## config.mk

```make
export PLATFORM = sky130hd
export DESIGN_NAME = tlb_ctrl
export DESIGN_NICKNAME = d
export VERILOG_FILES = /design/src/design/tlb_pkg.sv /design/src/design/tlb_ctrl.sv
export VERILOG_INCLUDE_DIRS = /design/src /design/src/design
export SDC_FILE = /design/constraint.sdc
export NUM_CORES = 1
export LEC_CHECK = 0
export BUFFER_PORTS_ARGS = -buffer_cell sky130_fd_sc_hd__buf_4
export CORE_ASPECT_RATIO = 1.4
export CORE_MARGIN = 3
export CORE_UTILIZATION = 41
export CTS_CLUSTER_DIAMETER = 100
export CTS_CLUSTER_SIZE = 20
export DETAILED_ROUTE_END_ITERATION = 6
export HOLD_SLACK_MARGIN = 0.03
export PLACE_DENSITY_LB_ADDON = 0.12
export REMOVE_ABC_BUFFERS = 1
export SYNTH_ARGS = -nofsm -noshare
export SYNTH_HDL_FRONTEND = slang
export SYNTH_SLANG_ARGS = --single-unit
```

## constraint.sdc

```tcl
create_clock -name clk -period 1.3 [get_ports clk]
set_input_delay 0 -clock clk [delete_from_list [all_inputs] [get_ports clk]]
set_output_delay 0 -clock clk [all_outputs]
set_load 0.1 [all_outputs]
```

## src/design/tlb_cfg.svh

```systemverilog
`ifndef TLB_CFG_SVH
`define TLB_CFG_SVH

// ============================================================
// Translation buffer geometry
// ============================================================
`define TLB_ENTRIES    128          // Entries held in each of the two ways
`define TLB_IDX_W      7            // Width of an entry index
`define VADDR_W        32
`define TAG_LSB        23           // Tag is vaddr[31:23]
`define IDX_LSB        16           // Index is vaddr[22:16], page offset below
`define PPN_W          16
`define ASID_W         8
`define ROB_W          6

// Miss queue sizing, depth must stay a power of two
`define MISSQ_DEPTH    16
`define MISSQ_PTR_W    4

// Boot mapping of the top of the address space into way 0
`define PRELOAD_FIRST  116
`define PRELOAD_COUNT  12
`define PRELOAD_PPN    16'hfff4

`endif

```

## src/design/tlb_pkg.sv

```systemverilog
`include "tlb_cfg.svh"

package tlb_pkg;

  // ============================================================
  // Scalar types
  // ============================================================
  typedef logic [`VADDR_W-1:0]          vaddr_t;
  typedef logic [`VADDR_W-`TAG_LSB-1:0] tag_t;     // Upper virtual bits kept per entry
  typedef logic [`TLB_IDX_W-1:0]        idx_t;
  typedef logic [`PPN_W-1:0]            ppn_t;
  typedef logic [`PPN_W+`IDX_LSB-1:0]   paddr_t;   // Page number above the page offset
  typedef logic [`ASID_W-1:0]           asid_t;
  typedef logic [`ROB_W-1:0]            rob_ndx_t;
  typedef logic [2:0]                   rwx_t;

  // One translation as stored in a way
  typedef struct packed {
    logic  valid;
    tag_t  tag;
    asid_t asid;
    ppn_t  ppn;
    rwx_t  rwx;
  } tlb_entry_t;

  // Write into one way, used both for maintenance and for the boot preload
  typedef struct packed {
    logic       we;
    logic       way;                                // 0 selects way 0, 1 selects way 1
    idx_t       idx;
    tlb_entry_t entry;
  } tlb_wr_t;

  typedef struct packed {
    logic     valid;
    vaddr_t   vaddr;
    asid_t    asid;
    rob_ndx_t rob_ndx;                              // Travels with the lookup to the result
  } lookup_req_t;

  // What the page walker receives for a missed page
  typedef struct packed {
    vaddr_t   vaddr;
    asid_t    asid;
    rob_ndx_t rob_ndx;
  } miss_t;

  typedef enum logic {PRELOAD, RUN} ctrl_state_t;

endpackage

```

## src/design/tlb_ctrl.sv

```systemverilog
`include "tlb_cfg.svh"

module tlb_ctrl (
  input  logic             clk,
  input  logic             rst,
  input  tlb_pkg::tlb_wr_t maint_wr_i,
  output tlb_pkg::tlb_wr_t wr_o,
  output logic             init_done_o
);

  // One count value past the last entry closes the preload without a write
  localparam int CNT_W = $clog2(`PRELOAD_COUNT + 1);

  tlb_pkg::ctrl_state_t state_q;
  logic [CNT_W-1:0]     cnt_q;                      // Preload entries issued so far
  tlb_pkg::tlb_entry_t  preload_entry;

  // ============================================================
  // Boot entry builder
  // ============================================================
  // Entry k maps tag all ones to page PRELOAD_PPN+k with full rights
  always_comb begin
    preload_entry.valid = 1'b1;
    preload_entry.tag   = '1;
    preload_entry.asid  = '0;                       // Global space
    preload_entry.ppn   = tlb_pkg::ppn_t'(`PRELOAD_PPN + cnt_q);
    preload_entry.rwx   = '1;
  end

  // ============================================================
  // State machine
  // ============================================================
  always_ff @(posedge clk) begin
    if (rst) begin
      state_q <= tlb_pkg::PRELOAD;
      cnt_q   <= '0;
    end else begin
      case (state_q)
        tlb_pkg::PRELOAD: begin
          cnt_q <= cnt_q + 1'b1;
          // Last preload write is already registered, move on
          if (cnt_q == CNT_W'(`PRELOAD_COUNT)) state_q <= tlb_pkg::RUN;
        end
        default: ;                                  // RUN is terminal until the next reset
      endcase
    end
  end

  // Write register feeding both ways, data lands one edge after it is captured
  always_ff @(posedge clk) begin
    if (rst) begin
      wr_o.we <= 1'b0;
    end else if (state_q == tlb_pkg::RUN) begin
      wr_o <= maint_wr_i;                           // Maintenance passes through unchanged
    end else begin
      // Maintenance requests are dropped while the boot entries go in
      wr_o.we    <= (cnt_q < CNT_W'(`PRELOAD_COUNT));
      wr_o.way   <= 1'b0;
      wr_o.idx   <= tlb_pkg::idx_t'(`PRELOAD_FIRST + cnt_q);
      wr_o.entry <= preload_entry;
    end
  end

  assign init_done_o = (state_q == tlb_pkg::RUN);   // Stays high once reached

endmodule

```

==> results by group <==
Run status
  – Status: complete, no violations

Route
  – Drt pass-1 iters: 4
  – Iter 0 DRT Violations: 63
  – Vias per cell: 4.42
  – Total wire length: roughly 4600 um
  – # DRC: 0
  – Routed Antenna Nets: 0
  – Vias: 1,542
  – WL/cell: 13.2 um

Finish
  – Final net count: 337
  – Non-filler cells in the finished layout: between 300 and 400
  – Area Growth Syn to Fin: 67.5%
  – Most frequent cells in the layout: 102 x buf_4, 45 x edfxtp_1, 44 x dlygate4sd3_1, 16 x nand2b_1, 15 x nand2_1
  – Diodes inserted: 0
  – Commonest non-fill, non-tap cell in the layout: buf_4
  – Share of cells above drive strength 1: 39.4%

Timing
  – Worst slew margin: 77.6%
  – Max Fclk: 0.847 GHz
  – Final setup fails: 0
  – Worst Skew: 0.00590 ns
  – Final hold vios: 0
  – Final Cycle Share: 90.8%
  – Worst-Margin Slew: 0.336 ns
  – PnR worst setup slack: 0.120 ns
  – Setup TNS: 0 ns
  – Minimum clock period: 1.18 ns
  – Max Slew Vio Count: 0
  – RSZ-0062 raised after global routing: false

Placement
  – Dpl hpwl: just over 3000 um
  – Port Buf Inserts: 94
  – Post-Place Worst Slack: -0.188 ns
  – RD Place Congestion: around 0.65
  – Post-Place Cells: 297

Floorplan
  – Chip Width: 64.8 um
  – Initial cell density of the core: between 40% and 50%
  – I/O pin total: 95
  – Die height: 88.4 um
  – Die Area: 5730 um^2
  – Core area: 4610 um^2
  – Rows: 29

Power
  – P_leak: 1.33 nW
  – Power Total: 0.00325 W
  – Pwr Density: 978 nW/um^2
  – Maximum VDD drop: between 600 and 700 uV

Logic synthesis
  – Mapped Area: 1990 um^2
  – Yosys top cell by area: edfxtp_1
  – YS warnings: 0
  – Syn Inst Count: 140
  – Top cell type's share of synthesized area: 68.0%
  – Netlist cell types: 19
  – Top cells by area, synth: edfxtp_1 68%, dfxtp_1 6.0%, nand2b_1 5.0%
  – FF+latch count, synth: 51
  – Synth Area per Inst: 14.2 um^2
  – Seq/Total Area, Yosys: between 70% and 80%

Worst setup path
  – CP Launch Type: flip-flop
  – CP endpoint kind: flip-flop
  – Critical Path RT: around 1.3 ns
  – CP max FO: 3
  – Crit Path Class: flip-flop to flip-flop
  – WP data arrival: 1.22 ns

Clock tree
  – Clk Latency, worst-skew pair: 0.29 ns
  – Clock sinks: between 50 and 60
  – CTS max path bufs: 2
  – H-tree Lvls: 2
  – CTS Buf Count: 5
  – TritonCTS clock tree: done
  – Reg clk slew, reported paths: around 0.080 ns
  – CTS root buf: clkbuf_8

GRT
  – Initial antenna violation count: 0
  – Largest net degree at the start of global routing: 28
  – Total grt overflow: 0
  – First-pass GRT wire length: 7130 um
  – Tot GR Track Use: 16.5%
  – Vias in the first global route: 1,574

Hold path
  – Hold Crit Class: input port to flip-flop

Flow run
  – Max-cap violations: 0
[state kept, by name (all words and copies together), names as in the netlist]
signal       cells
init_done_o      1
cnt_q            4
wr_o            46
[layout make-up]
cell class | count | area (um^2)
Clock inverter | 2 | 12.5
Timing Repair Buffer | 146 | 1210
Clock buffer | 6 | 72.6
Inverter | 6 | 22.5
Tap cell | 62 | 77.6
Fill cell | 324 | 1280
Sequential cell | 51 | 1470
Multi-Input combinational cell | 76 | 464
[critical path, cell delays in order, from the launching register on]
cell     delay (ns)
dfxtp_1        0.35
ha_1           0.22
buf_4          0.14
nor2b_2        0.17
a21oi_1        0.06
[stage by stage]
step | area [um^2] | util (%) | hold slack, ns
finish | 3330 | 72.2 | 0.0506
global route | 3330 | 72.2 | 0.0632
CTS | 3320 | 72.1 | 0.0445
detailed placement | 2790 | 60.6 | 0.223
global placement | 2790 | 60.6 | 0.225
floorplan | 1950 | - | 0.0691
[what timing repair did]
| item | CTS | global route |
|---|---|---|
| hold buffers | 44 | 0 |
| setup endpoints to repair | 13 | 12 |
| gates resized for setup | 1 | 2 |
| setup buffers | 0 | 0 |
| hold endpoints to repair | 48 | 0 |
[synth_stat cells]
| cell | n |
|---|---|
| edfxtp_1 | 45 |
| nand2b_1 | 16 |
| nand2_1 | 15 |
| a21o_1 | 12 |
| and2_1 | 9 |
| a21oi_1 | 6 |
| dfxtp_1 | 6 |
| inv_1 | 6 |
| nor2_1 | 6 |
| buf_2 | 4 |
| ha_1 | 3 |
| o21ai_0 | 3 |
| buf_4 | 2 |
| nor2b_1 | 2 |
| clkbuf_1 | 1 |
| mux2i_1 | 1 |
| or3_1 | 1 |
| xnor2_1 | 1 |
| xor2_1 | 1 |
[cell families after synthesis]
family	count (synthesis)	share of synthesized area (%)
DFF	51	74.1
and+or+nand+nor	49	12.8
AOI/OAI and AO/OA	21	6.80
buffers and inverters	13	3.09
adders and majority gates	3	1.89
xor gates and xnor gates	2	0.882
muxes	1	0.504
[per-layer routing]
layer | global-route usage (%) | vias up | wire length (um)
li1 | - | 771 | -
met1 | 17.4 | 700 | 1640
met2 | 31.3 | 60 | 2550
met5 | 0 | - | 0
met3 | 3.94 | 11 | 304
met4 | 6.73 | 0 | 117
[report_power, final]
| group | switching [W] | internal [W] |
|---|---|---|
| clock network | 0.000484 | 0.000377 |
| registers | 0.0000169 | 0.00181 |
| logic | 0.000321 | 0.000240 |
[path summary, 6_finish.rpt]
path | from | to | slack [ns] | cells past startpoint
worst max-delay path | cnt_q[3] | wr_o[12] | 0.12 | 4
worst min-delay path | maint_wr_i[13] | wr_o[13] | 0.05 | 3
worst max register to register | cnt_q[3] | wr_o[12] | 0.12 | 4
worst min register to register | cnt_q[0] | cnt_q[0] | 0.58 | 2
(Power assumes the default switching activity.)
