$ cat config.mk
export PLATFORM = sky130hd
export DESIGN_NAME = tlb_lookup
export DESIGN_NICKNAME = d
export VERILOG_FILES = /design/src/design/tlb_pkg.sv /design/src/design/tlb_lookup.sv
export VERILOG_INCLUDE_DIRS = /design/src /design/src/design
export SDC_FILE = /design/constraint.sdc
export NUM_CORES = 1
export LEC_CHECK = 0
export BUFFER_PORTS_ARGS = -buffer_cell sky130_fd_sc_hd__buf_2
export CORE_ASPECT_RATIO = 1.25
export CORE_MARGIN = 2
export CORE_UTILIZATION = 36
export CTS_CLUSTER_SIZE = 25
export DETAILED_ROUTE_END_ITERATION = 6
export PLACE_DENSITY = 0.78
export SLEW_MARGIN = 40
export SYNTH_ARGS = -nofsm -noshare
export SYNTH_HDL_FRONTEND = slang
export SYNTH_SLANG_ARGS = --single-unit
$ cat constraint.sdc
create_clock -name clk -period 3.72 [get_ports clk]
set_input_delay 1.116 -clock clk [delete_from_list [all_inputs] [get_ports clk]]
set_output_delay 1.116 -clock clk [all_outputs]
set_load 0.02 [all_outputs]
$ cat src/design/tlb_cfg.svh
`ifndef TLB_CFG_SVH
`define TLB_CFG_SVH

// ============================================================
// Translation buffer geometry
// ============================================================
`define TLB_ENTRIES    128          // Entries held in each of the two ways
`define TLB_IDX_W      7            // Width of an entry index
`define VADDR_W        32
`define TAG_LSB        23           // Tag is vaddr[31:23]
`define IDX_LSB        16           // Index is vaddr[22:16], page offset below
`define PPN_W          16
`define ASID_W         8
`define ROB_W          6

// Miss queue sizing, depth must stay a power of two
`define MISSQ_DEPTH    16
`define MISSQ_PTR_W    4

// Boot mapping of the top of the address space into way 0
`define PRELOAD_FIRST  116
`define PRELOAD_COUNT  12
`define PRELOAD_PPN    16'hfff4

`endif

$ cat src/design/tlb_pkg.sv
`include "tlb_cfg.svh"

package tlb_pkg;

  // ============================================================
  // Scalar types
  // ============================================================
  typedef logic [`VADDR_W-1:0]          vaddr_t;
  typedef logic [`VADDR_W-`TAG_LSB-1:0] tag_t;     // Upper virtual bits kept per entry
  typedef logic [`TLB_IDX_W-1:0]        idx_t;
  typedef logic [`PPN_W-1:0]            ppn_t;
  typedef logic [`PPN_W+`IDX_LSB-1:0]   paddr_t;   // Page number above the page offset
  typedef logic [`ASID_W-1:0]           asid_t;
  typedef logic [`ROB_W-1:0]            rob_ndx_t;
  typedef logic [2:0]                   rwx_t;

  // One translation as stored in a way
  typedef struct packed {
    logic  valid;
    tag_t  tag;
    asid_t asid;
    ppn_t  ppn;
    rwx_t  rwx;
  } tlb_entry_t;

  // Write into one way, used both for maintenance and for the boot preload
  typedef struct packed {
    logic       we;
    logic       way;                                // 0 selects way 0, 1 selects way 1
    idx_t       idx;
    tlb_entry_t entry;
  } tlb_wr_t;

  typedef struct packed {
    logic     valid;
    vaddr_t   vaddr;
    asid_t    asid;
    rob_ndx_t rob_ndx;                              // Travels with the lookup to the result
  } lookup_req_t;

  // What the page walker receives for a missed page
  typedef struct packed {
    vaddr_t   vaddr;
    asid_t    asid;
    rob_ndx_t rob_ndx;
  } miss_t;

  typedef enum logic {PRELOAD, RUN} ctrl_state_t;

endpackage

$ cat src/design/tlb_lookup.sv
`include "tlb_cfg.svh"

module tlb_lookup (
  input  logic                 clk,
  input  logic                 rst,
  input  tlb_pkg::lookup_req_t req_i,
  input  logic                 stall_i,
  input  tlb_pkg::tlb_entry_t  way0_i,
  input  tlb_pkg::tlb_entry_t  way1_i,
  output logic                 hit_v_o,
  output tlb_pkg::tlb_entry_t  hit_entry_o,
  output tlb_pkg::paddr_t      hit_paddr_o,
  output tlb_pkg::rob_ndx_t    hit_rob_o,
  output tlb_pkg::lookup_req_t miss_req_o
);

  tlb_pkg::tag_t       req_tag;
  logic                hit0;
  logic                hit1;
  logic                hit_any;
  tlb_pkg::tlb_entry_t sel_entry;

  // ============================================================
  // Tag compare
  // ============================================================
  assign req_tag = req_i.vaddr[`VADDR_W-1:`TAG_LSB];

  // A way matches only on a live entry with the same tag and address space
  assign hit0 = way0_i.valid && (way0_i.tag == req_tag) && (way0_i.asid == req_i.asid);
  assign hit1 = way1_i.valid && (way1_i.tag == req_tag) && (way1_i.asid == req_i.asid);

  assign hit_any   = hit0 | hit1;
  assign sel_entry = hit0 ? way0_i : way1_i;        // Way 0 wins when both match

  // ============================================================
  // Result stage
  // ============================================================
  always_ff @(posedge clk) begin
    if (rst) hit_v_o <= 1'b0;
    else hit_v_o <= req_i.valid && hit_any && !stall_i;  // Low for any stalled cycle
  end

  // Payload registers freeze while the consumer stalls
  always_ff @(posedge clk) begin
    if (!stall_i) begin
      hit_entry_o <= sel_entry;
      hit_paddr_o <= {sel_entry.ppn, req_i.vaddr[`IDX_LSB-1:0]};
      hit_rob_o   <= req_i.rob_ndx;
    end
  end

  // ============================================================
  // Miss request
  // ============================================================
  // Only an unstalled miss is offered, the queue filters duplicates
  always_comb begin
    miss_req_o       = req_i;
    miss_req_o.valid = req_i.valid && !hit_any && !stall_i;
  end

endmodule

==> qor.yml, run 1 <==
placed_design:
  place_ws_ns: 0.1763
  gp_congestion: 0.7574
  dp_hpwl_microns: 6300
  io_buffers: 232
  place_area_sq_mm: 0.003999
synthesis:
  syn_inst: 219
  muxShareOfSynthArea_pct: 12.91
  yosysTopAreaCell: "edfxtp_1"
  synth_top_family_by_area: "buffers and inverters"
  seq_area_frac_synth_pct: 56.56
  synthArstFlopShare_pct: 0
  syn_area_per_cell_sq_um: 14.47
  synth_top_area_share_pct: 55.92
  synth_edf_count: 59
  synth-simple-area-share_pct: 4.858
  synth_common_cells: "buf_4, edfxtp_1, mux2_2"
  synthAdderAreaFrac_pct: 0
  ys_ff_latch: 60
  synth_warnings: 0
  synth_most_common_cell: "buf_4"
  syn_area_sq_mm: 0.003168
  synth_fp_nets: 343
  synth.distinct_cells: 19
  synth_compound_area_share_pct: 0.2765
  yosys.area_share.xor_xnor_pct: 9.400
  synth_ff_type: "edfxtp_1"
  synthTopCellsByArea: "edfxtp_1, buf_4, mux2_2, xnor2_1, nand4_1"
timing:
  tightest_slew_ns: 0.7565
  tns_ns: 0
  period_share_pct: 95.59
  maxSlewViolCount: 0
  final.min_clock_period_ns: 3.556
  worst_slack_ns: 0.1640
  max_slew_margin_pct: 49.56
  fmax_mhz: 281.2
  finalSetupViolCount: 0
  hold_violations: 0
  rsz0062_at_grt: "no"
clock_network:
  postCtsResizedCells: 0
  path_clk_slew_ns: 0.07
  root_buffer: "clkbuf_8"
  cts.sinks: 60
  cts_tree: "done"
  cts_hold_buffers: 0
  h-tree-depth: 3
  cts_buffer_depth: 2
  cts_made_buffers: 9
  postCtsSetupBuffers: 0
floorplanning:
  ioPinCount: 247
  initial_core_util_pct: 36.81
  coreArea_sq_mm: 0.008606
  rows: 38
  die_area_sq_mm: 0.009571
  die_h_microns: 108.9
  die_w_microns: 87.91
grt:
  overflow: 0
  track_usage_pct: 15.96
  grt_pass1_wl_microns: 11110
  grt_max_degree: 60
  grt_pass1_vias: 2257
  antenna_found_initial: 0
power_and_ir_drop:
  leakage_nw: 1.900
  power_w: 0.001888
  peakVddDrop_v: 0.0002205
  pwr_density_cell_mw_per_mm2: 445.6
detailed_routing:
  routed_wl_microns: 7875
  drt_iter0_markers: 48
  drt-vias-per-instance: 4.384
  wl_met1_microns: 2822
  vias: 2297
  drc: 0
  wl_met3_microns: 663
  topRoutingLayerUsed: "met4"
  final_antenna_net_count: 0
  drt_pass1_iterations: 4
  routedWlPerCell_microns: 15.03
  wl_met2_microns: 4297
worst_hold_path:
  hold_path_class: "primary input to flop"
finish:
  fillCellCount: 779
  final_area_sq_mm: 0.004238
  area_growth_pct: 33.77
  antennaDiodeCount: 0
  post-route-util_pct: 49.24
  nets: 523
  final_layout_size_suffix_gt1_share_pct: 71.29
critical_path:
  crit_type: "primary input to primary output"
  slowest_stage: "xnor2_1"
  arrival_ns: 2.44
  max_stage_delay_ns: 0.34
  critical_path.cell_chain: "buf_2, xnor2_1, nand4_1, nor3_1, nand4_1, and4_1, buf_2"
  cp_data_required_time_ns: 2.60
  cp_max_fo: 2
  cp-end-kind: "primary output"
  cp-start-kind: "primary input"
status:
  status: "finished clean"
run:
  drv_cap: 0
[state kept, by name, indices dropped and copies added (netlist names)]
| name | flops |
|---|---|
| hit_entry_o | 37 |
| hit_paddr_o | 16 |
| hit_rob_o | 6 |
| hit_v_o | 1 |
[cell usage in the layout, fill, tap and decap left out, drive strengths merged, types with 2 or more instances in the layout]
cell type and count:
buf 234, bufinv 3, clkbuf 10, clkinvlp 2
edfxtp 59, inv 2, mux2 36, nand4 12
nor3 3, xnor2 27, xor2 7
[metrics by stage]
stage / instances / hold WS [ns]
6_report: 524 / 0.9573
5_1_grt: 524 / 0.9221
4_1_cts: 524 / 0.9209
3_5_place_dp: 508 / 1.293
3_3_place_gp: 508 / 1.294
2_1_floorplan: 219 / 1.199
[layer usage]
metal,up-vias,global-route usage [%]
li1,1091,-
met1,1064,17.08
met2,131,29.11
met3,11,4.391
met4,0,6.593
met5,-,0
[report_power, final]
part           switching, W  internal (W)
registers         0.0000164      0.000801
logic              0.000222      0.000142
clock network      0.000260      0.000446
total              0.000498       0.00139
[worst paths after layout]
check	start	endpoint	slack [ns]	depth (start not counted)
max	way0_i[20]	miss_req_o[46]	0.16	7
min	rst	hit_v_o	0.96	2
[cell families after synthesis]
family          Yosys count
compound gates            1
xor+xnor                 34
buf+inv                  67
flops                    60
mux                      36
simple gates             21
[critical path: cells and delay by family]
kind / cells / cell delay [ns]
xor gates and xnor gates: 1 / 0.34
buffers and inverters: 2 / 0.27
and+or+nand+nor: 4 / 0.71
[cell type report]
cell class	instances	area (sq um)	area share, %
flip-flops and latches	60	1792	42.28
clock inverters	6	111.4	2.628
repair buffers	234	1176	27.75
inverters	2	11.26	0.2657
well taps	120	150.1	3.543
multi-input cells	92	869.6	20.52
clock buffers	10	127.6	3.012
No activity file was read; power rests on OpenSTA's default activity.
==> run 2, diff against run 1 <==
- CORE_UTILIZATION: 36 -> 30
- PLACE_DENSITY: 0.78 -> 0.67
==> run 2 against run 1 <==
Compared with the run above:
- global-route usage decreased by 1.8 points
- critical path depth unchanged
- final cell count increased by 1.9%
- non-clock buffer count increased by 1
- critical endpoint unchanged
- sequential cell count unchanged
- die area increased by 19%
- highest routed layer unchanged
- hold slack improved by 0.011 ns
==> qor.yml, run 2 (same netlist as run 1, synthesis figures left out) <==
finish:
  area_growth_pct: 35.82
  final_common_cell: "buf_2"
  fin_cells: 534  # +1.9%
  reg.largest.list: "hit_entry_o (37), hit_paddr_o (16), hit_rob_o (6)"
  layout_common_cells: "buf_2, edfxtp_1, mux2_2, xnor2_1, nand4_1"
  final_layout_size_suffix_gt1_share_pct: 71.36  # about the same
  antennaDiodeCount: 0  # unchanged
  final_area_sq_mm: 0.004303  # +1.5%
  max_flop_register: "hit_entry_o"
  nets: 524  # +0.19%
  largest_reg_flops: 37  # unchanged
floorplanning:
  die_h_microns: 118.9  # +9.2%
  coreArea_sq_mm: 0.01021  # +19%
  initial_core_util_pct: 31.03  # -5.8 points
  ioPinCount: 247  # unchanged
  die_w_microns: 95.92  # +9.1%
  rows: 41  # +7.9%
  die_area_sq_mm: 0.01140  # +19%
power_and_ir_drop:
  p_int_w: 0.001389  # about the same
  clkPwrFrac_pct: 38.0  # +0.6 points
  swShare_pct: 27.32  # +0.93 points
  comb_power_share_pct: 19.3  # about the same
  peakVddDrop_v: 0.0003448  # +56%
  power_frac_seq_pct: 42.7  # -0.6 points
  power_w: 0.001911  # +1.2%
  pwr_density_cell_mw_per_mm2: 444.2  # -0.30%
  switchingPower_w: 0.0005223  # +4.8%
  leakage_nw: 1.932  # +1.6%
critical_path:
  critPathBufInv: 2  # unchanged
  cp_data_required_time_ns: 2.60  # about the same
  arrival_ns: 2.49  # +0.05 ns
  cp-start-kind: "primary input"
  crit_type: "primary input to primary output"
  cp_max_fo: 2  # unchanged
  cp_top_family: "simple AND/OR/NAND/NOR gates"
  slowest_stage: "xnor2_1"
  critical_path.cell_chain: "buf_2, xnor2_1, nand4_1, nor3_1, nand4_1, and4_1, buf_2"
  max_stage_delay_ns: 0.39  # +0.05 ns
  cp-end-kind: "primary output"
detailed_routing:
  drt-vias-per-instance: 4.333  # -1.1%
  drt_pass1_iterations: 4  # unchanged
  routedWlPerCell_microns: 15.21  # +1.2%
  drt_iter0_markers: 48  # unchanged
  final_antenna_net_count: 0  # unchanged
  drc: 0  # unchanged
  routed_wl_microns: 8121  # +3.1%
  vias: 2314  # +0.74%
timing:
  finalSetupViolCount: 0  # unchanged
  tightest_slew_ns: 0.7780  # +0.02142 ns
  fmax_mhz: 277.1  # -1.4%
  rsz0062_at_grt: "no"
  max_slew_margin_pct: 48.14  # -1.4 points
  hold_violations: 0  # unchanged
  final.min_clock_period_ns: 3.608  # +0.05233 ns
  period_share_pct: 97.00  # +1.4 points
  maxSlewViolCount: 0  # unchanged
clock_network:
  h-tree-depth: 3  # unchanged
  postCtsSetupBuffers: 0  # unchanged
  cts_hold_buffers: 0  # unchanged
  cts.sinks: 60  # unchanged
  cts_tree: "done"
  path_clk_slew_ns: 0.05  # -0.02 ns
  cts_made_buffers: 9  # unchanged
  cts_buffer_depth: 2  # unchanged
  root_buffer: "clkbuf_16"
worst_hold_path:
  hold_path_class: "primary input to flop"
placed_design:
  io_buffers: 232  # unchanged
  gp_congestion: 0.7243  # -4.4%
  dp_hpwl_microns: 6481  # +2.9%
  post-place-cells: 518  # +2.0%
  place_area_sq_mm: 0.004030  # +0.78%
grt:
  grt_max_degree: 60  # unchanged
  overflow: 0  # unchanged
  grt_pass1_vias: 2321  # +2.8%
  grt_pass1_wl_microns: 11780  # +6.0%
  antenna_found_initial: 0  # unchanged
  track_usage_pct: 14.15  # -1.8 points
run:
  drv_cap: 0  # unchanged
status:
  status: "finished clean"
[run 2: layer usage]
metal | track usage, % | up-vias | part of all wire [%]
met2 | 24.69 | 128 | 53
met5 | 0 | - | 0
met1 | 15.94 | 1077 | 37
met3 | 4.364 | 11 | 8.2
met4 | 5.089 | 0 | 1.4
li1 | - | 1098 | -
[run 2: path summary, 6_finish.rpt]
check	from	end	slack [ns]	cells past startpoint
setup / recovery	way0_i[29]	miss_req_o[46]	0.11	7
hold / removal	rst	hit_v_o	0.97	2
[run 2: layout make-up]
cell class / instances / area, sq um
inverter: 2 / 11.26
clock inverter: 6 / 31.28
timing repair buffer: 235 / 1196
tap: 129 / 161.4
multi-input combinational: 92 / 882.1
clock buffer: 10 / 229.0
fill: 993 / 5906
sequential: 60 / 1792
[run 2: what timing repair did]
item,in CTS,in global routing
gates cloned,0,0
resized for setup,1,1
pin swaps,0,1
endpoints found under the setup margin,1,1
[run 2: per-stage QoR]
stage	setup WS, ns	hold WS (ns)	util, %	setup TNS, ns
final	0.1117	0.9682	42.15	0
after global routing	0.01553	0.9655	42.15	0
after CTS	0.08493	0.9504	42.08	0
after detailed placement	-0.009356	1.293	39.48	-0.009356
after global placement	0.04024	1.303	39.48	0
after floorplan	0.3025	1.199	-	0
[run 2: power by group through the flow]
stage               Sequential, W  Clock [W]  Combinational, W
floorplan                0.000901          0          0.000178
global route             0.000824   0.000777          0.000397
finish                   0.000817   0.000726          0.000368
CTS                      0.000818   0.000755          0.000374
detailed placement       0.000831          0          0.000372
global placement         0.000828          0          0.000369
