$ cat src/design/tlb_cfg.svh
`ifndef TLB_CFG_SVH
`define TLB_CFG_SVH

// ============================================================
// Translation buffer geometry
// ============================================================
`define TLB_ENTRIES    128          // Entries held in each of the two ways
`define TLB_IDX_W      7            // Width of an entry index
`define VADDR_W        32
`define TAG_LSB        23           // Tag is vaddr[31:23]
`define IDX_LSB        16           // Index is vaddr[22:16], page offset below
`define PPN_W          16
`define ASID_W         8
`define ROB_W          6

// Miss queue sizing, depth must stay a power of two
`define MISSQ_DEPTH    16
`define MISSQ_PTR_W    4

// Boot mapping of the top of the address space into way 0
`define PRELOAD_FIRST  116
`define PRELOAD_COUNT  12
`define PRELOAD_PPN    16'hfff4

`endif

$ cat src/design/tlb_pkg.sv
`include "tlb_cfg.svh"

package tlb_pkg;

  // ============================================================
  // Scalar types
  // ============================================================
  typedef logic [`VADDR_W-1:0]          vaddr_t;
  typedef logic [`VADDR_W-`TAG_LSB-1:0] tag_t;     // Upper virtual bits kept per entry
  typedef logic [`TLB_IDX_W-1:0]        idx_t;
  typedef logic [`PPN_W-1:0]            ppn_t;
  typedef logic [`PPN_W+`IDX_LSB-1:0]   paddr_t;   // Page number above the page offset
  typedef logic [`ASID_W-1:0]           asid_t;
  typedef logic [`ROB_W-1:0]            rob_ndx_t;
  typedef logic [2:0]                   rwx_t;

  // One translation as stored in a way
  typedef struct packed {
    logic  valid;
    tag_t  tag;
    asid_t asid;
    ppn_t  ppn;
    rwx_t  rwx;
  } tlb_entry_t;

  // Write into one way, used both for maintenance and for the boot preload
  typedef struct packed {
    logic       we;
    logic       way;                                // 0 selects way 0, 1 selects way 1
    idx_t       idx;
    tlb_entry_t entry;
  } tlb_wr_t;

  typedef struct packed {
    logic     valid;
    vaddr_t   vaddr;
    asid_t    asid;
    rob_ndx_t rob_ndx;                              // Travels with the lookup to the result
  } lookup_req_t;

  // What the page walker receives for a missed page
  typedef struct packed {
    vaddr_t   vaddr;
    asid_t    asid;
    rob_ndx_t rob_ndx;
  } miss_t;

  typedef enum logic {PRELOAD, RUN} ctrl_state_t;

endpackage

$ cat src/design/tlb_miss_queue.sv
`include "tlb_cfg.svh"

module tlb_miss_queue (
  input  logic                 clk,
  input  logic                 rst,
  input  tlb_pkg::lookup_req_t miss_req_i,
  input  logic                 miss_ack_i,
  output logic                 miss_v_o,
  output tlb_pkg::miss_t       miss_o
);

  localparam int PTR_W = `MISSQ_PTR_W;

  tlb_pkg::miss_t   slot_q [`MISSQ_DEPTH];          // Queue storage, no reset needed
  logic [PTR_W-1:0] head_q;
  logic [PTR_W-1:0] tail_q;
  logic [PTR_W:0]   count_q;                        // One extra bit to tell full from empty
  logic             full;
  logic             dup;
  logic             push;
  logic             pop;

  // ============================================================
  // Duplicate search
  // ============================================================
  // Every occupied slot is checked for the same page and address space
  always_comb begin
    logic [PTR_W-1:0] offs;
    dup  = 1'b0;
    offs = '0;
    for (int i = 0; i < `MISSQ_DEPTH; i++) begin
      offs = PTR_W'(i) - head_q;                    // Distance from the head, wraps naturally
      if (({1'b0, offs} < count_q) &&
          (slot_q[i].vaddr[`VADDR_W-1:`IDX_LSB] == miss_req_i.vaddr[`VADDR_W-1:`IDX_LSB]) &&
          (slot_q[i].asid == miss_req_i.asid)) begin
        dup = 1'b1;
      end
    end
  end

  assign full = (count_q == (PTR_W + 1)'(`MISSQ_DEPTH));
  assign push = miss_req_i.valid && !full && !dup;  // A miss to a full queue is lost
  assign pop  = miss_ack_i && miss_v_o;

  // ============================================================
  // Storage and pointers
  // ============================================================
  always_ff @(posedge clk) begin
    if (push) begin
      slot_q[tail_q] <= '{vaddr:   miss_req_i.vaddr,
                          asid:    miss_req_i.asid,
                          rob_ndx: miss_req_i.rob_ndx};
    end
  end

  always_ff @(posedge clk) begin
    if (rst) begin
      head_q  <= '0;
      tail_q  <= '0;
      count_q <= '0;
    end else begin
      if (push) tail_q <= tail_q + 1'b1;
      if (pop) head_q <= head_q + 1'b1;
      // Push and pop together leave the fill level alone
      case ({push, pop})
        2'b10:   count_q <= count_q + 1'b1;
        2'b01:   count_q <= count_q - 1'b1;
        default: ;
      endcase
    end
  end

  // Head is shown to the page walker until it acknowledges
  assign miss_v_o = (count_q != '0);
  assign miss_o   = slot_q[head_q];

endmodule

$ cat config.mk
export PLATFORM = sky130hd
export DESIGN_NAME = tlb_miss_queue
export DESIGN_NICKNAME = d
export VERILOG_FILES = /design/src/design/tlb_pkg.sv /design/src/design/tlb_miss_queue.sv
export VERILOG_INCLUDE_DIRS = /design/src /design/src/design
export SDC_FILE = /design/constraint.sdc
export NUM_CORES = 1
export LEC_CHECK = 0
export CAP_MARGIN = 20
export CELL_PAD_IN_SITES_DETAIL_PLACEMENT = 1
export CELL_PAD_IN_SITES_GLOBAL_PLACEMENT = 2
export CORE_ASPECT_RATIO = 0.75
export CORE_MARGIN = 5
export CORE_UTILIZATION = 40
export CTS_CLUSTER_DIAMETER = 150
export DETAILED_ROUTE_END_ITERATION = 8
export DONT_BUFFER_PORTS = 1
export PLACE_DENSITY_LB_ADDON = 0.1
export SLEW_MARGIN = 10
export SYNTH_ARGS = -nofsm -noshare
export SYNTH_HDL_FRONTEND = slang
export SYNTH_SLANG_ARGS = --single-unit
$ cat constraint.sdc
create_clock -name clk -period 12.7 [get_ports clk]
set_input_delay 0 -clock clk [delete_from_list [all_inputs] [get_ports clk]]
set_output_delay 0 -clock clk [all_outputs]
set_load 0.02 [all_outputs]
==> results of run 1 <==
[critical path: cells and delay by family, from the launching register on]
family | cells | cell delay [ns]
AOI/OAI and AO/OA | 3 | 0.45
adders and majority gates | 2 | 0.62
buffers and inverters | 3 | 0.88
DFF | 1 | 0.55
and+or+nand+nor | 4 | 2.16
[per-stage QoR]
stage,util [%],total power [mW],cells
floorplan,-,4.02,1840
global placement,41.3,4.41,2897
detailed placement,41.3,4.41,2899
CTS,44.9,6.81,3099
global route,44.9,7.01,3099
finish,44.9,6.74,3099
[Yosys cell counts (2+ instances only)]
cell       instances  share of area (%)
a211o_1            6               0.15
a211oi_1           4              0.087
a21o_1             4              0.087
a21oi_1           38               0.55
a21oi_2            2              0.051
a311o_1            2              0.058
buf_1             11               0.12
buf_12             3               0.17
buf_2             15               0.22
buf_4             11               0.24
buf_6             31                1.0
buf_8              4               0.17
clkbuf_1          37               0.40
dfxtp_1           17               0.99
edfxtp_1         736                 64
ha_1              43                1.6
inv_1             27               0.29
mux2_1             2              0.065
mux4_2           230                 15
nand2_1           10               0.11
nand3_1           29               0.42
nand3b_1           5               0.11
nand4_1           29               0.53
nor2_1            15               0.16
nor2_4             9               0.29
nor2b_1            2              0.036
nor3_1            16               0.23
nor4_1            63                1.1
nor4_2             5               0.18
nor4b_2            4               0.17
o2111ai_2          2              0.087
o21ai_0            9               0.13
or3_1              2              0.036
or4_4              5               0.16
xnor2_1           72                1.8
xor2_1           328                8.3
[metal layers]
metal	share of wire (%)	track usage, %
met3	9.3	6.86
met1	45	37.1
met2	44	35.8
met4	2.0	5.08
met5	0	0
[worst paths after layout]
| check | start | endpoint |
|---|---|---|
| max | head_q[2] | slot_q[12][35] |
| min | miss_req_i[3] | slot_q[10][3] |
| max reg2reg | head_q[2] | slot_q[12][35] |
| min reg2reg | count_q[3] | count_q[3] |
[registers in the layout (all words and copies together) (netlist names), named ones only]
signal   count
tail_q       4
count_q      5
head_q       4
slot_q     736
[cells by family (layout without fill, tap and decap cells)]
group / after synthesis / after routing
simple gates: 201 / 201
fa+ha+maj: 43 / 43
flops: 753 / 753
xor+xnor: 400 / 400
compound gates: 71 / 71
mux: 233 / 233
buf+inv: 139 / 258
[power by group]
part	switching, mW	total, mW	internal (mW)
clock	1.02	2.35	1.33
combinational	0.859	1.50	0.638
sequential	0.0803	2.89	2.81
total	1.96	6.74	4.78
[layout make-up]
| cell class | instances | area (µm²) | area share (%) |
|---|---|---|---|
| Clock inverter | 52 | 517 | 1.34 |
| Multi-Input combinational cell | 948 | 11100 | 28.9 |
| Sequential cell | 753 | 22500 | 58.4 |
| Timing Repair Buffer | 81 | 776 | 2.02 |
| Clock buffer | 98 | 2090 | 5.43 |
| Inverter | 27 | 101 | 0.263 |
| Tap cell | 1140 | 1430 | 3.71 |
[repair_timing]
item,CTS,global route
endpoints found under the hold margin,753,0
hold buffers,50,0
resized for setup,0,0
==> run summary, run 1 <==
============================================================================================
Status                                                                          finished, final reports clean
Antenna violations before repair                                                           5
Ant diodes                                                                                 0
Die height                                                                            264 µm
Final ANT Viol Nets                                                                        0
Clock buffer count from CTS                                                               81
Num rows                                                                                  93
# Post-CTS Setup Buffers                                                                   0
Peak supply drop                                                                    0.117 mV
Reg-to-reg slack, setup                                                              7.57 ns
Fraction of final layout cells sized beyond drive strength 1                           21.2%
Die width                                                                             349 µm
Post-synthesis compound-gate area fraction                                             1.42%
Starting density of the core                                                           40.2%
Register bit count reported by yosys                                                     753
Number of filler cells placed in the layout                                             8050
Mean number of vias per cell                                                            5.88
Die ar.                                                                            92000 µm²
Clk_skew                                                                           0.0195 ns
Post-synthesis instance area                                                       34400 µm²
Most frequent cells in the layout                                               edfxtp_1 (736), xor2_1 (328), mux4_2 (230)
Setup repair after global routing missed its margin                                       no
Synthesized netlist net count                                                           1933
EDFF count, synth                                                                        736
Critical Path End Type                                                              register
Cell count after synthesis                                                              1840
First-pass iteration count of the detailed router                                          7
Final Routed Wirelength                                                            114000 µm
Post-placement worst setup slack                                                     7.51 ns
Nets                                                                                    1985
Post-layout minimum cycle time                                                       5.13 ns
Count of buffers inserted at the top-level ports                                           0
Area of the core                                                                   85600 µm²
Final Max Tran Viols                                                                       0
Global router's overall resource usage                                                 24.6%
Crit path required time                                                             12.98 ns
Share of synthesized area occupied by flip-flops and latches                           65.2%
Hold slack                                                                          0.305 ns
H-tree levels                                                                              3
Count of clock tree sinks                                                                753
Hold Path Stages                                                                           1
Pwr dens                                                                          175 nW/µm²
Growth of design area from synthesis to finish                                         11.8%
Mapped Avg Cell Area                                                                18.7 µm²
Critical Setup Path Class                                                         reg -> reg
Post-route worst setup slack                                                         7.57 ns
Share of async-settable or async-resettable flops after synthesis                         0%
Basic-gate share of the synthesized area counting and, or, nand and nor cells          3.82%
Later-pin clock latency in the skew report                                           0.66 ns
Mean routed wirelength per cell                                                      36.7 µm
Total congestion overflow after global routing                                             0
Max FO, Critical Path                                                                     25
Residual DRC                                                                               0
Wire length of the first global-routing pass                                       157000 µm
Number of top-level pins                                                                  97
Max-slew headroom                                                                      12.3%
Adder-cell area share of the yosys netlist                                             1.56%
Yosys synthesis warning count                                                              0
Number of global-route vias before repair                                              18700
Leading cell type in the layout, fill and taps excluded                             edfxtp_1
Reg clk slew, reported paths                                                         0.06 ns
Placed cell area                                                                   35400 µm²
HPWL Detailed                                                                       71400 µm
Final number of setup-violating endpoints                                                  0
Measured slew at the worst slew-check pin                                            1.30 ns
Finished Cell Area                                                                 38500 µm²
TritonCTS clock tree                                                                   built
Critical Path, Cell by Cell                                                     inv_1, ha_1, inv_1, ha_1, o21ai_0, a21oi_1, a211oi_1, or4_4, nor3_4, nand2_4, nor2_4, buf_4
Post-Synth XOR/XNOR Area                                                               10.2%
Total number of vias                                                                   18200
Slowest cell delay on critical path                                                  0.91 ns
Number of different library cells in the post-synthesis netlist                           48
CTS Root Buffer Type                                                               clkbuf_16
Leak pwr                                                                             12.0 nW
DRC marker count from the first detailed-route iteration                                2118
Depth of the most critical reg-to-reg path                                                12
Worst Hold Class                                                                   in -> reg
Dominant combinational cell family by area after synthesis                      multiplexers
Portion of netlist area occupied by mux cells                                          15.1%
Highest clock rate                                                                   195 MHz
Most frequently used flop master after synthesis                                    edfxtp_1
Clock buffer depth                                                                         3
Crit share post-route                                                                  40.4%
Max capacitance violation total                                                            0
Total negative setup slack                                                              0 ns
Maximum number of pins on one net before global-route repair                             136
Count of endpoints failing hold in the final timing report                                 0
Crit path DAT                                                                        5.41 ns
Cell at the slowest stage of the critical path                                        nor2_4
Final estimated routing congestion in global placement                                 0.954
CP Launch Type                                                                      register
============================================================================================
(Power assumes the default switching activity.)
==> run 2: changes to the inputs <==
==> constraint.sdc (replaced) <==
create_clock -name clk -period 4.6 [get_ports clk]
set_input_delay 0 -clock clk [delete_from_list [all_inputs] [get_ports clk]]
set_output_delay 0 -clock clk [all_outputs]
set_load 0.02 [all_outputs]
==> run 2 against run 1 <==
Maximum frequency up 17%. Largest power group unchanged. Non-clock buffer count up 79. Global-route usage up 0.72 points.
==> run summary, run 2 (synthesis gave the netlist of run 1 again) <==
===========================================================================
Finished Cell Area                                                39400 µm²   +2.4%
Critical Setup Path Class                                        reg -> reg
Biggest regs                                                   slot_q x736, count_q x5
Post-layout minimum cycle time                                      4.37 ns   -0.760 ns
Num rows                                                                 93   unchanged
Maximum number of pins on one net before global-route repair             54   -60%
Leak pwr                                                            12.4 nW   +3.8%
Area of the core                                                  85600 µm²   unchanged
Peak supply drop                                                   0.310 mV   +160%
Later-pin clock latency in the skew report                          0.64 ns   -0.02 ns
Final number of setup-violating endpoints                                 0   unchanged
First-pass iteration count of the detailed router                         6   -1
Reg-to-reg slack, setup                                             0.23 ns   -7.34 ns
Max-slew headroom                                                     13.3%   +1.1 points
Max capacitance violation total                                           0   unchanged
CTS Root Buffer Type                                              clkbuf_16
Worst Hold Class                                                  in -> reg
Total power                                                         18.8 mW   +180%
Placed cell area                                                  36200 µm²   +2.2%
Setup repair after global routing missed its margin                      no
DRC marker count from the first detailed-route iteration               2037   -3.8%
Die ar.                                                           92000 µm²   unchanged
Residual DRC                                                              0   unchanged
Post-route non-filler standard cell count                              3175   +2.5%
Logic gate share of total power                                       23.8%   +1.6 points
Status                                                         finished, final reports clean
Global router's overall resource usage                                25.3%   +0.72 points
Internal power                                                      13.2 mW   +180%
Register ranked first by flip-flop count                             slot_q
Count of buffers inserted at the top-level ports                          0   unchanged
Clock buffer depth                                                        3   unchanged
H-tree levels                                                             3   unchanged
Mean number of vias per cell                                           5.89   about the same
Number of global-route vias before repair                             19100   +1.9%
Count of clock tree sinks                                               753   unchanged
Wire length of the first global-routing pass                      162000 µm   +3.0%
Count of endpoints failing hold in the final timing report                0   unchanged
Final ANT Viol Nets                                                       0   unchanged
Cell Count Post-Placement                                              2950   +1.8%
Leading cell type in the layout, fill and taps excluded            edfxtp_1
Final Routed Wirelength                                           117000 µm   +3.0%
Growth of design area from synthesis to finish                        14.5%
Most frequent cells in the layout                              edfxtp_1 (736), xor2_1 (328), mux4_2 (230)
HPWL Detailed                                                      77400 µm   +8.3%
Antenna violations before repair                                          7   +2
Reg clk slew, reported paths                                        0.06 ns   about the same
Critical Path End Type                                             register
Die height                                                           264 µm   unchanged
Crit share post-route                                                 95.0%   +55 points
Max FO, Critical Path                                                    17   -32%
Post-placement worst setup slack                                  0.0883 ns   -7.42 ns
Number of flip-flops under the largest register name                    736   unchanged
Total congestion overflow after global routing                            0   unchanged
Proportion of total power due to net switching                        29.4%   +0.31 points
Total number of vias                                                  18700   +2.5%
Number of top-level pins                                                 97   unchanged
Switching power of the nets                                         5.52 mW   +180%
Pwr dens                                                         476 nW/µm²   +170%
Post-route worst setup slack                                       0.231 ns   -7.34 ns
Die width                                                            349 µm   unchanged
Final Max Tran Viols                                                      0   unchanged
CP Launch Type                                                     register
Clock network power share                                             33.5%   -1.4 points
TritonCTS clock tree                                                  built
Hold slack                                                         0.341 ns   +0.0355 ns
Sequential group share of total power                                 42.8%   about the same
Final estimated routing congestion in global placement                0.878   -7.9%
Clock buffer count from CTS                                              80   -1.2%
Measured slew at the worst slew-check pin                           1.29 ns   -0.0159 ns
Fraction of final layout cells sized beyond drive strength 1          24.3%   +3.1 points
Mean routed wirelength per cell                                     36.9 µm   +0.54%
Nets                                                                   2063   +3.9%
Starting density of the core                                          40.2%   unchanged
Clk_skew                                                          0.0262 ns   +0.00669 ns
Crit path DAT                                                       4.69 ns   -0.72 ns
Crit path required time                                             4.92 ns   -8.06 ns
Highest clock rate                                                  229 MHz   +17%
===========================================================================
run 2: cell count changes in the layout (fill, tap and decap cells not counted), sizes merged:
cell / before / now
inv: 31 / 29
clkinv: 40 / 36
buf: 31 / 110
clkbuf: 98 / 102
bufinv: 7 / 4
diode: 0 / 2
run 2: area by class of cell:
| type | instances | area (µm²) |
|---|---|---|
| flip-flops and latches | 753 | 22500 |
| well taps | 1140 | 1430 |
| fillers | 8048 | 46200 |
| multi-input cells | 948 | 11100 |
| repair buffers | 160 | 1810 |
| inverters | 27 | 101 |
| diodes | 2 | 5.00 |
| clock buffers | 102 | 2160 |
| clock inverters | 43 | 325 |
run 2: worst max-delay path: stages, from the launching register on:
cell,delay [ns]
dfxtp_1,0.46
inv_1,0.20
ha_1,0.34
inv_1,0.05
ha_1,0.26
o21ai_0,0.10
a21oi_1,0.25
a211oi_1,0.11
or4_4,0.53
nor3_4,0.38
nand2_4,0.08
buf_4,0.23
buf_4,0.24
nor2_4,0.52
buf_12,0.27
run 2: worst paths after layout:
kind            startpoint              to  depth (start not counted)
min          miss_req_i[2]   slot_q[14][2]                          1
max              head_q[1]  slot_q[12][40]                         14
min reg2reg     count_q[3]      count_q[3]                          2
max reg2reg      head_q[1]  slot_q[12][40]                         14
run 2: power by group through the flow:
stage / logic [mW] / clock network [mW] / registers [mW]
detailed placement: 4.33 / 0 / 8.17
global placement: 4.32 / 0 / 8.17
global route: 4.72 / 6.73 / 8.05
floorplan: 3.11 / 0 / 7.99
CTS: 4.50 / 6.41 / 8.03
finish: 4.46 / 6.28 / 8.02
run 2: routing by layer:
metal / global-route usage [%] / up-vias / part of all wire, %
li1: - / 7607 / -
met1: 36.9 / 10200 / 44
met2: 36.6 / 760 / 44
met3: 8.94 / 127 / 9.9
met4: 5.40 / 8 / 2.1
met5: 1.36 / - / 0.18
run 2: stage by stage:
stage	util, %	TNS [ns]
floorplan	-	-158.14
global placement	42.2	0
detailed placement	42.2	0
CTS	45.7	0
global route	46.0	0
finish	46.0	0
run 2: timing repair:
item                       4_1_cts  5_1_grt
setup endpoints to repair        0       85
hold buffers                    50        0
buffers inserted                 0       26
hold endpoints to repair       753        0
resized for setup                0        1
